### src/hw/acq_macros.svh
`ifndef ACQ_MACROS_SVH
`define ACQ_MACROS_SVH

//--------------------------------------------------------------------------
// buffer geometry
//--------------------------------------------------------------------------

// ram address bits
`define ACQ_ADDR_W 8
// entries kept in the circular buffer, 2**ACQ_ADDR_W
`define ACQ_DEPTH 256
// data width of one block ram slice
`define ACQ_SLICE_W 32

//--------------------------------------------------------------------------
// front end
//--------------------------------------------------------------------------

// one bit per antenna in each real and imaginary word
`define ACQ_ANTENNAS 24

`endif

### src/hw/acq_pkg.sv
`default_nettype none
`include "acq_macros.svh"

package acq_pkg;

   //-----------------------------------------------------------------------
   // captured payload
   //-----------------------------------------------------------------------

   // one sign bit per antenna
   typedef logic [`ACQ_ANTENNAS-1:0] antenna_word_t;

   // complex sample across all antennas
   typedef struct packed {
      antenna_word_t re;         // real parts
      antenna_word_t im;         // imaginary parts
   } sample_t;                   // 48 bits total

   // cycle count at capture
   typedef logic [31:0] stamp_t;  // free running, wraps

   //-----------------------------------------------------------------------
   // note that the sample ram packs re above im, so slice 0 holds
   // im plus the low byte of re and slice 1 holds the rest
   //-----------------------------------------------------------------------

endpackage

`default_nettype wire

### src/hw/buf_pkg.sv
`default_nettype none
`include "acq_macros.svh"

package buf_pkg;

   typedef logic [`ACQ_ADDR_W-1:0] addr_t;   // ram address
   typedef logic [`ACQ_ADDR_W:0]   fill_t;   // 0 to depth inclusive

   typedef struct packed {
      logic             strobe;   // one cycle per sample
      acq_pkg::sample_t sample;
   } cap_in_t;                    // 49 bits

   typedef struct packed {
      logic  strobe;              // one cycle per request
      addr_t index;               // 0 is the oldest entry
   } rd_req_t;                    // 9 bits

   typedef struct packed {
      logic             strobe;   // one cycle after the request
      logic             miss;     // index was at or above fill
      acq_pkg::sample_t sample;   // zero on a miss
      acq_pkg::stamp_t  stamp;    // zero on a miss
   } rd_rsp_t;                    // 82 bits

   typedef struct packed {
      logic             enable;
      addr_t            address;
      acq_pkg::sample_t sample;   // to sample ram
      acq_pkg::stamp_t  stamp;    // to stamp ram
   } wr_cmd_t;                    // 89 bits

endpackage

`default_nettype wire

### src/hw/readout_sequencer.sv
`timescale 1ns/1ps
`default_nettype none
`include "acq_macros.svh"

module readout_sequencer (
   input  wire                   RCLK,
   input  wire                   rst_n,
   input  wire buf_pkg::rd_req_t req,
   input  wire buf_pkg::addr_t   wr_ptr,
   input  wire buf_pkg::fill_t   fill,
   output logic                  ce,         // ram read enable
   output buf_pkg::addr_t        raddr,
   input  wire acq_pkg::sample_t sample_q,   // sample ram output
   input  wire acq_pkg::stamp_t  stamp_q,    // stamp ram output
   output buf_pkg::rd_rsp_t      rsp
);

   buf_pkg::addr_t oldest;      // slot of index 0
   logic           hit;         // index below fill
   logic           strobe_q;    // request seen last cycle
   logic           miss_q;      // that request was out of range

   //-----------------------------------------------------------------------
   // address path, from the pre-capture pointer and fill
   //-----------------------------------------------------------------------

   // fill of 256 truncates to 0 so a full buffer starts at wr_ptr
   assign oldest = wr_ptr - fill[`ACQ_ADDR_W-1:0];
   assign hit    = ({1'b0, req.index} < fill);
   assign ce     = req.strobe & hit;           // ram only read on hits
   assign raddr  = oldest + req.index;         // mod depth

   //-----------------------------------------------------------------------
   // response, one cycle after the request
   //-----------------------------------------------------------------------

   always_ff @(posedge RCLK) begin
      if (!rst_n) begin
         strobe_q <= 1'b0;
         miss_q   <= 1'b0;
      end else begin
         strobe_q <= req.strobe;
         miss_q   <= req.strobe & ~hit;        // lines up with ram dout
      end
   end

   always_comb begin
      rsp.strobe = strobe_q;
      rsp.miss   = miss_q;
      if (miss_q) begin
         rsp.sample = '0;                      // ram held stale data
         rsp.stamp  = '0;
      end else begin
         rsp.sample = sample_q;
         rsp.stamp  = stamp_q;
      end
   end

endmodule

`default_nettype wire

### config.mk
export PLATFORM = sky130hd
export DESIGN_NAME = readout_sequencer
export DESIGN_NICKNAME = d
export VERILOG_FILES = /design/src/hw/acq_pkg.sv /design/src/hw/buf_pkg.sv /design/src/hw/readout_sequencer.sv
export VERILOG_INCLUDE_DIRS = /design/src /design/src/hw
export SDC_FILE = /design/constraint.sdc
export NUM_CORES = 1
export LEC_CHECK = 0
export BUFFER_PORTS_ARGS = -buffer_cell sky130_fd_sc_hd__buf_4
export CAP_MARGIN = 25
export CORE_AREA = 2 2 77 79
export CTS_CLUSTER_SIZE = 24
export DETAILED_ROUTE_END_ITERATION = 10
export DIE_AREA = 0 0 79 81
export PLACE_DENSITY_LB_ADDON = 0.12
export SYNTH_ARGS = -nofsm -noshare
export SYNTH_HDL_FRONTEND = slang
export SYNTH_SLANG_ARGS = --single-unit
### constraint.sdc
create_clock -name RCLK -period 2 [get_ports RCLK]
set_input_delay 0.2 -clock RCLK [delete_from_list [all_inputs] [get_ports RCLK]]
set_output_delay 0.2 -clock RCLK [all_outputs]
set_load 0.02 [all_outputs]
======== Yosys cells after proc, flatten, opt, wreduce, memory -nomap -nowiden ========
Index checks and enable logic that the tools add are counted.
storage, ports and cells
  latch bits .............................. 0
  output and inout port bits .............. 91
  memories kept ........................... 0
  memory bits (read-only) ................. 0
  RAM bits ................................ 0
  flip-flop bits (word level) ............. 2
operators by class
  multiplexer cells ....................... 1
  equal/unequal tests ..................... 0
  add/sub/neg operators ................... 2
  multiply operators ...................... 0
  order comparisons ....................... 1
  shift-type cells ........................ 0
  bitwise gates (word level) .............. 3
  div/mod/pow operators ................... 0
  reductions and logical operators ........ 0
operator list
  operator                                       number
  80-bit two-way mux                             1
  8-bit by 9-bit < comparator with 1-bit output  1
  8-bit adder                                    1
  8-bit subtractor                               1
  1-bit AND                                      2
  1-bit NOT                                      1

======== Longest topological paths before layout ========
  depth after elaboration ................. 3
  mapped depth ............................ 10
  depth with buffers taken out ............ 10

======== Worst setup path before layout ========
Ideal clock, no wire load.
  path type ............................... input-to-output
  start ................................... input port req[3] (netlist bit)
  end ..................................... output port raddr[7]
  cell stages on the path ................. 9
  arrival time ............................ 2.134 ns
  slack ................................... -0.334 ns
  path through ............................ inv_1 fa_1 inv_1 ha_1 a21oi_2 nor2_1 a311oi_2 a21oi_1 xnor2_1
between the ends
  cells in the longest elaborated chain, start to end .. 1
RTL lines
  item         line                     RTL
  from (decl)  readout_sequencer.sv:8   input wire buf_pkg::rd_req_t req,
  8-bit adder  readout_sequencer.sv:31  assign raddr = oldest + req.index;
  to (decl)    readout_sequencer.sv:12  output buf_pkg::addr_t raddr,
No other way between the ends.

======== Worst setup path after layout ========
  start ................................... input port fill[1]
  end ..................................... output port raddr[6]
between the ends
  cells in the longest elaborated chain, start to end .. 2
RTL lines
  item              line                     RTL
  from (decl)       readout_sequencer.sv:10  input wire buf_pkg::fill_t fill,
  8-bit subtractor  readout_sequencer.sv:28  assign oldest = wr_ptr - fill[`ACQ_ADDR_W-1:0];
  8-bit adder       readout_sequencer.sv:31
No other way between the ends.

==> results.py <==
metrics = {
    "outcome": {
        "status": "finished with violations",
        "violations": "setup timing",
    },
    "detailed_routing": {
        "drt_iter0_markers": 26,
        "route.detailed.drc": 0,
        "drt-wirelength-per-cell_um": 12.18,
        "drtAntennaViolNets": 0,
        "dr.pass1.iters": 3,
        "vias": 1874,
        "wirelength_mm": 5.774,
        "vias_per_cell": 3.954,
    },
    "clock_tree": {
        "cts_inserted_buffers": 3,
        "h-tree-depth": 1,
        "hold_buffers": 0,
        "clockBufferDepth": 2,
        "cts_sinks": 2,
        "cts_tree": "built",
        "clk_pin_slew_ns": 0.03,
        "clock-root-buffer": "clkbuf_8",
    },
    "timing": {
        "slew_headroom": 0.7482,
        "max_freq_mhz": 434.4,
        "post-route-period-util": 1.151,
        "whs_ns": 0.2214,
        "hold_violations": 0,
        "setup_viol": 6,
        "rsz0062_at_grt": "yes",
        "tightest_slew_ns": 0.3776,
        "worst_slack_ns": -0.3018,
        "fin_crit_ns": 2.302,
        "maxSlewViolCount": 0,
    },
    "logic_synthesis": {
        "synth.area.top_cells": "nor2b_1 (40%), ha_1 (15%), fa_1 (11%), inv_1 (11%), xnor2_1 (4.8%)",
        "synth.top_cell.area_share": 0.3955,
        "synth-seq-cells": 2,
        "synth_cell_type_count": 24,
        "synth_flop_cell": "dfxtp_1",
        "synthArstFlopShare": 0,
        "synth_area_per_cell_um2": 6.926,
        "syn-num-nets": 315,
        "syn_inst": 185,
        "yosysTopAreaCell": "nor2b_1",
        "yosysSeqAreaShare": 0.03125,
        "yosysWarnings": 0,
        "synth_edf_count": 0,
        "synthesis.area_mm2": 0.001281,
    },
    "critical_path": {
        "arrival_ns": 2.10,
        "cp-end-kind": "output pin",
        "path_max_fanout": 2,
        "critPathKind": "in2out",
        "crit_path_start_kind": "primary input",
        "crit_start": "fill[1]",
        "crit_end": "raddr[6]",
        "crit_required_ns": 1.80,
    },
    "global_routing": {
        "grt_max_degree": 43,
        "antenna_found_initial": 0,
        "grt_use_total": 0.1648,
        "grt_pass1_wl_mm": 8.245,
        "first_global_vias": 1668,
        "grt-ovfl-total": 0,
    },
    "pwr": {
        "netSwitchingFraction": 0.4213,
        "power_density_mw_per_mm2": 445.9,
        "vdd_ir_drop_max_mv": 0.3751,
        "internal-power_mw": 0.8165,
        "p_clk_frac": 0.112,
        "total_power_mw": 1.411,
        "seq_power_share": 0.030,
        "p_sw_mw": 0.5943,
        "p_comb_frac": 0.858,
        "p_leak_nw": 1.784,
    },
    "place": {
        "io_buffers": 198,
        "dpl.hpwl_mm": 5.117,
        "dpl_cell_area_mm2": 0.003025,
        "gp_congestion": 0.7770,
    },
    "cells_and_area": {
        "layout-drive-gt1-share": 0.6216,
        "area_growth_pct": 147.0,
        "fin_nets": 531,
        "fin_util": 0.5575,
        "fin_area_mm2": 0.003164,
        "n_antenna_cell": 0,
    },
    "hold_path": {
        "min_from": "rst_n",
        "min_path_cells": 2,
        "hold_class": "in2reg",
    },
    "floorplanning": {
        "fp-row-count": 28,
        "start_util": 0.2257,
        "die_w_um": 79,
        "dieArea_mm2": 0.006399,
        "die_y_um": 81,
        "coreArea_mm2": 0.005675,
        "ios": 199,
    },
    "flow_run": {
        "drv_cap": 0,
    },
}
==> critical path, cell delays in order <==
cell      delay [ns]
buf_6           0.10
fa_1            0.55
inv_2           0.06
fa_2            0.34
a21o_1          0.18
a21oi_2         0.14
o21bai_1        0.09
a21oi_2         0.17
xnor2_2         0.13
buf_4           0.16
==> cells in the mapped netlist, types with 2 or more instances <==
| master | n |
|---|---|
| xnor2_1 | 7 |
| ha_1 | 15 |
| a21o_1 | 2 |
| dfxtp_1 | 2 |
| a21oi_1 | 7 |
| inv_1 | 36 |
| nor2b_1 | 81 |
| clkbuf_1 | 8 |
| nor2_1 | 5 |
| buf_4 | 2 |
| fa_1 | 7 |
==> flip-flops by register name, indices dropped and copies added, names as in the netlist <==
register / cells
strobe_q: 1
miss_q: 1
==> worst min path at each step <==
stage | end | slack (ns)
detailed placement | strobe_q | 0.44
finish | strobe_q | 0.22
global route | strobe_q | 0.22
global placement | strobe_q | 0.43
CTS | strobe_q | 0.22
floorplan | strobe_q | 0.34
==> layout make-up <==
cell class                      count  area, um2
Fill cell                         562       2511
Timing Repair Buffer              221       1678
Multi-Input combinational cell    137       1175
Inverter                           36      135.1
Tap cell                           75      93.84
Sequential cell                     2      41.29
Clock buffer                        3      41.29
==> cells in the final DEF (no fill, tap or decap), types with 2 or more instances in the layout <==
cell | Yosys | final
inv_2 | 0 | 6
xnor2_1 | 7 | 4
buf_6 | 0 | 3
buf_4 | 2 | 217
a21oi_2 | 1 | 5
inv_1 | 36 | 30
ha_1 | 15 | 11
fa_1 | 7 | 6
nor2b_1 | 81 | 80
a21oi_1 | 7 | 3
xnor2_2 | 0 | 3
ha_4 | 0 | 4
nor2_1 | 5 | 3
a21o_1 | 2 | 2
clkbuf_8 | 0 | 3
==> through the flow <==
stage	instances	setup WS (ns)	TNS, ns
2_1_floorplan	185	-0.07972	-0.1566
3_3_place_gp	466	-0.3568	-1.052
3_5_place_dp	466	-0.3676	-1.049
4_1_cts	472	-0.3391	-0.9614
5_1_grt	474	-0.3797	-1.484
6_report	474	-0.3018	-1.031
==> layer usage <==
| layer | vias to the layer above | share of wire | track usage |
|---|---|---|---|
| met5 | - | 0 | 0 |
| met4 | 0 | 0.012 | 0.03448 |
| met3 | 6 | 0.11 | 0.07111 |
| met2 | 80 | 0.53 | 0.3110 |
| met1 | 809 | 0.35 | 0.1696 |
| li1 | 979 | - | - |
==> power by group through the flow <==
stage	combinational (mW)	sequential, mW	clock (mW)
finish	1.21	0.0427	0.158
global route	1.31	0.0427	0.169
CTS	1.20	0.0427	0.165
detailed placement	1.14	0.0432	0
global placement	1.13	0.0431	0
floorplan	0.608	0.0437	0
==> logic make-up (layout without fill, tap and decap cells) <==
family,count (synthesis),count (layout),share of synthesized area
DFF,2,2,0.03125
adders and majority gates,22,22,0.2559
AOI/OAI and AO/OA,16,16,0.08594
buffers and inverters,46,260,0.1406
and+or+nand+nor,91,91,0.4316
xor gates and xnor gates,8,8,0.05469
==> timing repair <==
action | 4_1_cts | 5_1_grt
gates resized for setup | 8 | 7
buffers inserted | 3 | 2
endpoints found under the setup margin | 4 | 6
pin swaps | 13 | 13
Power figures use the tool's default switching activity.
