**src/hw/acq_macros.svh**
```systemverilog
`ifndef ACQ_MACROS_SVH
`define ACQ_MACROS_SVH

//--------------------------------------------------------------------------
// buffer geometry
//--------------------------------------------------------------------------

// ram address bits
`define ACQ_ADDR_W 8
// entries kept in the circular buffer, 2**ACQ_ADDR_W
`define ACQ_DEPTH 256
// data width of one block ram slice
`define ACQ_SLICE_W 32

//--------------------------------------------------------------------------
// front end
//--------------------------------------------------------------------------

// one bit per antenna in each real and imaginary word
`define ACQ_ANTENNAS 24

`endif

```
**src/hw/acq_pkg.sv**
```systemverilog
`default_nettype none
`include "acq_macros.svh"

package acq_pkg;

   //-----------------------------------------------------------------------
   // captured payload
   //-----------------------------------------------------------------------

   // one sign bit per antenna
   typedef logic [`ACQ_ANTENNAS-1:0] antenna_word_t;

   // complex sample across all antennas
   typedef struct packed {
      antenna_word_t re;         // real parts
      antenna_word_t im;         // imaginary parts
   } sample_t;                   // 48 bits total

   // cycle count at capture
   typedef logic [31:0] stamp_t;  // free running, wraps

   //-----------------------------------------------------------------------
   // note that the sample ram packs re above im, so slice 0 holds
   // im plus the low byte of re and slice 1 holds the rest
   //-----------------------------------------------------------------------

endpackage

`default_nettype wire

```
**src/hw/buf_pkg.sv**
```systemverilog
`default_nettype none
`include "acq_macros.svh"

package buf_pkg;

   typedef logic [`ACQ_ADDR_W-1:0] addr_t;   // ram address
   typedef logic [`ACQ_ADDR_W:0]   fill_t;   // 0 to depth inclusive

   typedef struct packed {
      logic             strobe;   // one cycle per sample
      acq_pkg::sample_t sample;
   } cap_in_t;                    // 49 bits

   typedef struct packed {
      logic  strobe;              // one cycle per request
      addr_t index;               // 0 is the oldest entry
   } rd_req_t;                    // 9 bits

   typedef struct packed {
      logic             strobe;   // one cycle after the request
      logic             miss;     // index was at or above fill
      acq_pkg::sample_t sample;   // zero on a miss
      acq_pkg::stamp_t  stamp;    // zero on a miss
   } rd_rsp_t;                    // 82 bits

   typedef struct packed {
      logic             enable;
      addr_t            address;
      acq_pkg::sample_t sample;   // to sample ram
      acq_pkg::stamp_t  stamp;    // to stamp ram
   } wr_cmd_t;                    // 89 bits

endpackage

`default_nettype wire

```
**src/hw/capture_writer.sv**
```systemverilog
`timescale 1ns/1ps
`default_nettype none
`include "acq_macros.svh"

module capture_writer (
   input  wire                   RCLK,
   input  wire                   rst_n,
   input  wire buf_pkg::cap_in_t cap,
   output buf_pkg::wr_cmd_t      wr,
   output buf_pkg::addr_t        wr_ptr,   // next slot to write
   output buf_pkg::fill_t        fill      // entries held
);

   acq_pkg::stamp_t stamp_cnt;   // cycles since reset
   logic            full;

   assign full = (fill == buf_pkg::fill_t'(`ACQ_DEPTH));

   //-----------------------------------------------------------------------
   // timestamp counter
   //-----------------------------------------------------------------------

   // held at all ones in reset so the first cycle after release reads 0
   always_ff @(posedge RCLK) begin
      if (!rst_n) begin
         stamp_cnt <= '1;
      end else begin
         stamp_cnt <= stamp_cnt + 1'b1;        // free running
      end
   end

   //-----------------------------------------------------------------------
   // write pointer and occupancy
   //-----------------------------------------------------------------------

   always_ff @(posedge RCLK) begin
      if (!rst_n) begin
         wr_ptr <= '0;
         fill   <= '0;
      end else if (cap.strobe) begin
         wr_ptr <= wr_ptr + 1'b1;              // wraps at depth
         if (!full) begin
            fill <= fill + 1'b1;               // saturates at depth
         end                                   // full means oldest is overwritten
      end
   end

   // write goes out in the strobe cycle and lands on the same edge
   always_comb begin
      wr.enable  = cap.strobe;
      wr.address = wr_ptr;                     // pre-advance pointer
      wr.sample  = cap.sample;
      wr.stamp   = stamp_cnt;                  // count of the strobe cycle
   end

endmodule

`default_nettype wire

```
**config.mk**
```make
export PLATFORM = sky130hd
export DESIGN_NAME = capture_writer
export DESIGN_NICKNAME = d
export VERILOG_FILES = /design/src/hw/acq_pkg.sv /design/src/hw/buf_pkg.sv /design/src/hw/capture_writer.sv
export VERILOG_INCLUDE_DIRS = /design/src /design/src/hw
export SDC_FILE = /design/constraint.sdc
export NUM_CORES = 1
export LEC_CHECK = 0
export BUFFER_PORTS_ARGS = -buffer_cell sky130_fd_sc_hd__buf_2
export CORE_MARGIN = 2
export CORE_UTILIZATION = 47
export CTS_CLUSTER_DIAMETER = 100
export DETAILED_ROUTE_END_ITERATION = 6
export PLACE_DENSITY = 0.84
export SKIP_CTS_REPAIR_TIMING = 1
export SLEW_MARGIN = 30
export SYNTH_ARGS = -nofsm -noshare
export SYNTH_HDL_FRONTEND = slang
export SYNTH_SLANG_ARGS = --single-unit
```
**constraint.sdc**
```tcl
create_clock -name RCLK -period 5.4 [get_ports RCLK]
set_input_delay 0.27 -clock RCLK [delete_from_list [all_inputs] [get_ports RCLK]]
set_output_delay 0.27 -clock RCLK [all_outputs]
set_load 0.05 [all_outputs]
```
# == After elaboration in Yosys (flattened, before gate mapping) ==
# Cells that the tools add are included.
# word_totals
elab_cells,9
output_inout_bits,106
regBits,49
input_bits,51
# classes
bitwise,1
eq_ne,1
reduce_logical,1
add_sub_neg,3
# op_table
cell,count
$add 32x1->32 const B,1
$add 9x1->9 const B,1
$eq 9x9->1 const B,1
$add 8x1->8 const B,1
$reduce_and 2->1,1
$not 1->1,1

# == Longest topological paths before layout ==
# Gate-level depths: netlist of run 1.
# depth
depth_word,3
depth_mapped,6
mapped_depth_nobuf,6

# == Least setup slack after synthesis of run 1 ==
# No wires, ideal clock.
# synth_timing
kind,register -> register
from,register stamp_cnt[0]
to,register stamp_cnt[28]
arrival_time_ns,2.098
slack_ns,3.182
path_buffers,1
synth_period_minus_slack_ns,2.218
setup_ns,0.121
path_stages_with_launch,7
required_ns,5.279
path_cell_list,dfxtp_1 ha_1 and4_1 nand2_1 buf_2 nor4_1 mux2_2
# synth_between
elab_chain_cells,1
# synth_rtl
item,line,rtl
"start, declared",capture_writer.sv:14,acq_pkg::stamp_t stamp_cnt;
"start signal, assigned",capture_writer.sv:28,stamp_cnt <= stamp_cnt + 1'b1;
$add 32x1->32,capture_writer.sv:28,
# No other way between the ends.
# A chain may end at the register's enable or synchronous reset.

# == Worst setup path in the final report of run 1 ==
# layout_timing
from,register stamp_cnt[2]
to,register stamp_cnt[31]
# The elaborated chain is that of the path after synthesis.

==> impl_metrics.py, run 1 <==
metrics = {
    "outcome": {
        "status": "finished, final reports clean",
    },
    "final_layout": {
        "syn2layout_area_growth_pct": -0.2772,
        "design_area_um2": 2701,
        "final-instance-count-excl-fill": 379,
        "diodes": 0,
        "final_util": 0.4876,
        "drive_gt1_frac": 0.2313,
        "nets": 362,
    },
    "job": {
        "drv_cap": 0,
    },
    "detailed_routing": {
        "via_per_inst": 5.536,
        "wl_per_cell_um": 13.82,
        "via_count": 2098,
        "wirelength_um": 5237,
        "drtIter0Drc": 130,
        "drcViolationCount": 0,
        "drtPass1Iterations": 4,
        "drt.antenna.violating_nets": 0,
    },
    "setup_path": {
        "crit_path_start_kind": "flip-flop",
        "critical_path_class": "reg -> reg",
        "reg2reg_to": "stamp_cnt[31]",
        "rrSetupSlack_ns": 3.23,
        "cp.required_ns": 5.59,
        "rr_worst_depth": 4,
        "r2r_start": "stamp_cnt[2]",
        "cp-end-kind": "flip-flop",
        "cp_max_fo": 17,
        "cp.arrival_ns": 2.36,
    },
    "power": {
        "p_comb_frac": 0.499,
        "power.leakage_nw": 1.138,
        "p_int_uw": 746.7,
        "ir_drop_uv": 211.5,
        "clkPwrFrac": 0.146,
        "p_switching_uw": 732.8,
        "power_density_nw_per_um2": 547.7,
        "sw_frac_of_total": 0.4953,
        "pwr-share-seq": 0.354,
    },
    "timing": {
        "period_share": 0.4014,
        "hold_viol": 0,
        "rsz0062_at_grt": "no",
        "drv_slew": 0,
        "tightest_slew_ns": 0.8614,
        "tns_ns": 0,
        "hold_slack_ns": 0.3993,
        "clock-skew-final_ns": 0.005529,
        "finalSetupViolCount": 0,
        "timing.fmax_ghz": 0.4613,
        "period_needed_ns": 2.168,
        "maxSlewHeadroom": 0.4257,
    },
    "synthesis": {
        "synth-seq-cells": 49,
        "synthFlopType": "dfxtp_1",
        "ys_types": 37,
        "synth-edff-count": 0,
        "syn_avg_cell_area_um2": 8.738,
        "synthCells": 310,
        "yosysWarnings": 0,
        "syn_nets": 365,
        "synth_area_um2": 2709,
        "async_flop_share": 0,
        "yosysSeqAreaShare": 0.3621,
    },
    "min_path": {
        "min_from": "cap[48]",
        "hold_depth": 3,
        "min_path_type": "in -> reg",
        "min_to": "wr_ptr[1]",
    },
    "global_routing": {
        "grt_pass1_wl_um": 8480,
        "grt.overflow.total": 0,
        "antenna_found_initial": 0,
        "grt_pass1_vias": 1826,
        "grt_util_all_layers": 0.1638,
        "grt_max_degree": 55,
    },
    "cts": {
        "htree_num_levels": 2,
        "cts_inserted_buffers": 5,
        "clock_sinks": 49,
        "clk_pin_slew_ns": 0.09,
        "cts_root_buf": "clkbuf_8",
        "tritoncts": "built",
        "clk_latency_ns": 0.29,
        "clockBufferDepth": 2,
    },
    "placed_design": {
        "dp_hpwl_um": 3658,
        "port_buffers": 60,
        "gp_congestion": 0.8020,
        "dpl.cell_count": 372,
        "placed_cell_area_um2": 2615,
    },
    "floorplan": {
        "num_io_pins": 157,
        "die_height_um": 79.92,
        "die_x_um": 79.92,
        "rows": 27,
        "core_area_um2": 5540,
        "die-area_um2": 6386,
        "start_util": 0.4889,
    },
}
## worst max-delay path, cell delays in order (launching register included)
cell,delay [ns]
dfxtp_1,0.45
and4_1,0.36
nand3_1,0.45
nor4_1,0.44
mux2_2,0.37
## layout by cell type (no fill, tap or decap), types with 2 or more instances in the layout
| cell type | netlist | routed |
|---|---|---|
| dfxtp_1 | 49 | 49 |
| nor3_1 | 2 | 2 |
| buf_2 | 6 | 60 |
| ha_1 | 4 | 4 |
| and3_1 | 7 | 7 |
| clkbuf_8 | 0 | 6 |
| o31ai_1 | 9 | 9 |
| nor2b_1 | 2 | 2 |
| inv_1 | 4 | 4 |
| nand3_1 | 20 | 20 |
| mux2i_1 | 2 | 2 |
| a31oi_1 | 2 | 2 |
| and4_1 | 7 | 7 |
| nor4_1 | 8 | 8 |
| xor2_1 | 7 | 7 |
| o21ai_0 | 10 | 10 |
| a21boi_0 | 4 | 4 |
| nand2_1 | 28 | 28 |
| nand4_1 | 14 | 14 |
| mux2_2 | 4 | 4 |
| nand2b_1 | 6 | 6 |
| or3_1 | 7 | 7 |
| a21oi_1 | 2 | 2 |
| xnor2_1 | 13 | 13 |
| and2_1 | 11 | 11 |
| or4b_1 | 2 | 2 |
| or4_1 | 8 | 8 |
## cell families after synthesis
logic type	count (synthesis)	synth area share
AO/OA/AOI/OAI	30	0.07067
XOR/XNOR	20	0.06467
adder cells (fa/ha/maj)	4	0.01848
buffers and inverters	74	0.1843
flip-flops	49	0.3621
multiplexers	7	0.02817
AND/OR/NAND/NOR	126	0.2716
## state kept, by name, indices dropped and copies added, names as in the netlist
| signal | count |
|---|---|
| fill | 9 |
| stamp_cnt | 32 |
| wr_ptr | 8 |
## synth_stat cells (all sizes together) (2+ instances only)
master / n / area (um^2)
and4: 7 / 61.31
a21oi: 2 / 10.01
a31oi: 2 / 12.51
and2: 11 / 68.82
or3: 7 / 43.79
a21boi: 4 / 30.03
o21ai: 11 / 55.05
nor3: 2 / 10.01
nor4: 8 / 50.05
o31ai: 9 / 67.56
buf: 64 / 461.7
xnor2: 13 / 113.9
nand4: 15 / 100.1
xor2: 7 / 61.31
ha: 4 / 50.05
mux2i: 2 / 20.02
clkbuf: 6 / 22.52
nand2b: 6 / 37.54
and3: 7 / 43.79
inv: 4 / 15.01
or4b: 2 / 20.02
nor2b: 2 / 12.51
dfxtp: 49 / 980.9
nand2: 28 / 105.1
or4: 8 / 60.06
mux2: 5 / 56.30
nand3: 20 / 100.1
## worst max path at each step
stage                         end  slack [ns]    startpoint  cells after the start
floorplan           stamp_cnt[28]        3.18  stamp_cnt[0]                      6
global placement    stamp_cnt[31]        3.35  stamp_cnt[2]                      4
detailed placement  stamp_cnt[31]        3.25  stamp_cnt[2]                      4
CTS                 stamp_cnt[31]        3.24  stamp_cnt[2]                      4
global route        stamp_cnt[29]        3.00  stamp_cnt[2]                      4
finish              stamp_cnt[31]        3.23  stamp_cnt[2]                      4
## per-layer routing
metal	track usage	routed length [um]
met5	0	0
met4	0.04407	34
met3	0.05769	393
met2	0.2692	2418
met1	0.2029	2391
## layout make-up
type,count,area (um^2)
well taps,72,90.09
repair buffers,60,300.3
flip-flops and latches,49,980.9
clock buffers,7,86.33
inverters,4,15.01
multi-input cells,187,1229
fillers,548,2839
## power by group through the flow
stage / registers (mW) / clock network [mW] / logic [mW]
after floorplan: 0.747 / 0 / 0.480
after global placement: 0.526 / 0 / 0.724
after detailed placement: 0.530 / 0 / 0.738
after CTS: 0.522 / 0.223 / 0.741
after global routing: 0.538 / 0.236 / 0.807
final: 0.524 / 0.216 / 0.739
## through the flow
| stage | total power, mW | setup slack [ns] |
|---|---|---|
| floorplan | 1.226 | 3.182 |
| global placement | 1.250 | 3.351 |
| detailed placement | 1.268 | 3.251 |
| CTS | 1.486 | 3.237 |
| global route | 1.582 | 3.001 |
| finish | 1.479 | 3.232 |
(Power assumes the default switching activity.)
==> run 2, diff against run 1 <==
Settings changed: CORE_UTILIZATION 47 to 40, PLACE_DENSITY 0.84 to 0.76.
Clock period 5.4 ns to 1.75 ns, I/O delays scaled along.
==> run 2 against run 1 <==
Compared with the run above: combinational power rose to 3.6 times the previous value; sequential power rose to 3.2 times the previous value; fmax grew 29%; flip-flop and latch count unchanged; first-iteration DRC count is 39% lower; clock skew grew 0.00062 ns; largest cell class unchanged; highest routed layer unchanged.
==> impl_metrics.py, run 2 (synthesis gave the netlist of run 1 again) <==
metrics = {
    "outcome": {
        "status": "finished, final reports clean",
    },
    "timing": {
        "hold_viol": 0,
        "drv_slew": 0,
        "rsz0062_at_grt": "yes",
        "hold_slack_ns": 0.1750,
        "tns_ns": 0,
        "finalSetupViolCount": 0,
        "timing.fmax_ghz": 0.5934,
        "tightest_slew_ns": 0.5306,
        "period_share": 0.9629,
        "maxSlewHeadroom": 0.6462,
        "period_needed_ns": 1.685,
        "clock-skew-final_ns": 0.006154,
    },
    "final_layout": {
        "diodes": 0,
        "drive_gt1_frac": 0.3793,
        "design_area_um2": 2955,
        "syn2layout_area_growth_pct": 9.099,
        "nets": 373,
        "final_common_cell": "buf_2",
        "reg_top3": "stamp_cnt (32), fill (9), wr_ptr (8)",
        "final_cell_mix": "60 x buf_2, 27 x nand2_1, 21 x dfxtp_1",
        "largest_reg_flops": 32,
        "regMostFlops": "stamp_cnt",
        "final_util": 0.4576,
    },
    "cts": {
        "clockBufferDepth": 2,
        "clock_sinks": 49,
        "cts_root_buf": "clkbuf_8",
        "cts_inserted_buffers": 5,
        "clk_pin_slew_ns": 0.09,
        "htree_num_levels": 2,
        "tritoncts": "built",
        "clk_latency_ns": 0.31,
    },
    "floorplan": {
        "die_height_um": 86.29,
        "die_x_um": 86.29,
        "start_util": 0.4194,
        "die-area_um2": 7446,
        "rows": 29,
        "num_io_pins": 157,
        "core_area_um2": 6459,
    },
    "detailed_routing": {
        "wl_met2_um": 2503,
        "drtPass1Iterations": 4,
        "via_count": 2104,
        "wl_per_cell_um": 13.91,
        "drtIter0Drc": 79,
        "wirelength_um": 5507,
        "top_layer_used": "met4",
        "drcViolationCount": 0,
        "wl_met3_um": 371,
        "drt-met1-wl_um": 2529,
        "drt.antenna.violating_nets": 0,
        "via_per_inst": 5.313,
    },
    "setup_path": {
        "crit_path_start_kind": "flip-flop",
        "cp_max_fo": 6,
        "cp.arrival_ns": 1.89,
        "critical-path-max-stage-delay_ns": 0.38,
        "cp.required_ns": 1.95,
        "cp-end-kind": "flip-flop",
        "cp_cell_sequence": "nand4_2 > buf_4 > or2_1 > nor4_1 > mux2_2",
        "critical_path_class": "reg -> reg",
        "slowest_stage": "dfxtp_4",
    },
    "job": {
        "drv_cap": 0,
    },
    "global_routing": {
        "antenna_found_initial": 0,
        "grt_max_degree": 32,
        "grt_pass1_wl_um": 8997,
        "grt_pass1_vias": 1967,
        "grt.overflow.total": 0,
        "grt_util_all_layers": 0.1483,
    },
    "placed_design": {
        "placed_cell_area_um2": 2814,
        "dp_hpwl_um": 3893,
        "gp_congestion": 0.8027,
        "port_buffers": 60,
    },
    "power": {
        "sw_frac_of_total": 0.4762,
        "pwr-share-seq": 0.327,
        "clkPwrFrac": 0.159,
        "p_switching_mw": 2.433,
        "ir_drop_uv": 673.2,
        "p_total_mw": 5.110,
        "p_comb_frac": 0.515,
        "power_density_nw_per_um2": 1729,
        "power.leakage_nw": 1.209,
        "p_int_mw": 2.676,
    },
    "min_path": {
        "min_path_type": "in -> out",
    },
}
==> run 2: cell types whose count changed in the layout (fill, tap and decap cells not counted), moves of 3 or more <==
cell | before | now
dfxtp_4 | 0 | 16
buf_4 | 0 | 11
dfxtp_2 | 0 | 12
nor4_1 | 8 | 5
dfxtp_1 | 49 | 21
==> run 2: cell type report <==
class / instances / area, um^2
Multi-Input combinational cell: 187 / 1295
Fill cell: 628 / 3503
Timing Repair Buffer: 71 / 382.9
Inverter: 4 / 15.01
Clock buffer: 5 / 68.82
Tap cell: 77 / 96.34
Sequential cell: 49 / 1056
Clock inverter: 3 / 41.29
==> run 2: power groups by stage <==
stage / sequential, mW / clock, mW / combinational, mW
floorplan: 2.37 / 0 / 1.55
global placement: 1.68 / 0 / 2.48
detailed placement: 1.69 / 0 / 2.50
CTS: 1.67 / 0.833 / 2.50
global route: 1.72 / 0.878 / 2.86
finish: 1.67 / 0.810 / 2.63
==> run 2: final timing paths <==
kind | from | end | slack [ns] | cells after the start
setup / recovery | stamp_cnt[9] | stamp_cnt[31] | 0.06 | 5
setup reg to reg | stamp_cnt[9] | stamp_cnt[31] | 0.06 | 5
hold / removal | cap[13] | wr[45] | 0.18 | 0
hold reg to reg | stamp_cnt[0] | stamp_cnt[0] | 0.45 | 1
==> run 2: critical path, delay by kind of cell (launching register included) <==
family	cells	cell delay (ns)
DFF	1	0.38
muxes	1	0.36
buffers and inverters	1	0.16
and+or+nand+nor	3	0.68
==> run 2: metal layers <==
| layer | up-vias | GRT usage |
|---|---|---|
| met5 | - | 0 |
| met4 | 0 | 0.06392 |
| met3 | 19 | 0.04952 |
| met2 | 55 | 0.2311 |
| met1 | 964 | 0.1878 |
| li1 | 1066 | - |
==> run 2: per-stage QoR <==
stage | instances | setup slack, ns
3_5_place_dp | 388 | 0.05575
6_report | 396 | 0.06493
3_3_place_gp | 388 | 0.07842
5_1_grt | 396 | -0.01895
4_1_cts | 396 | 0.03188
2_1_floorplan | 310 | -0.01393
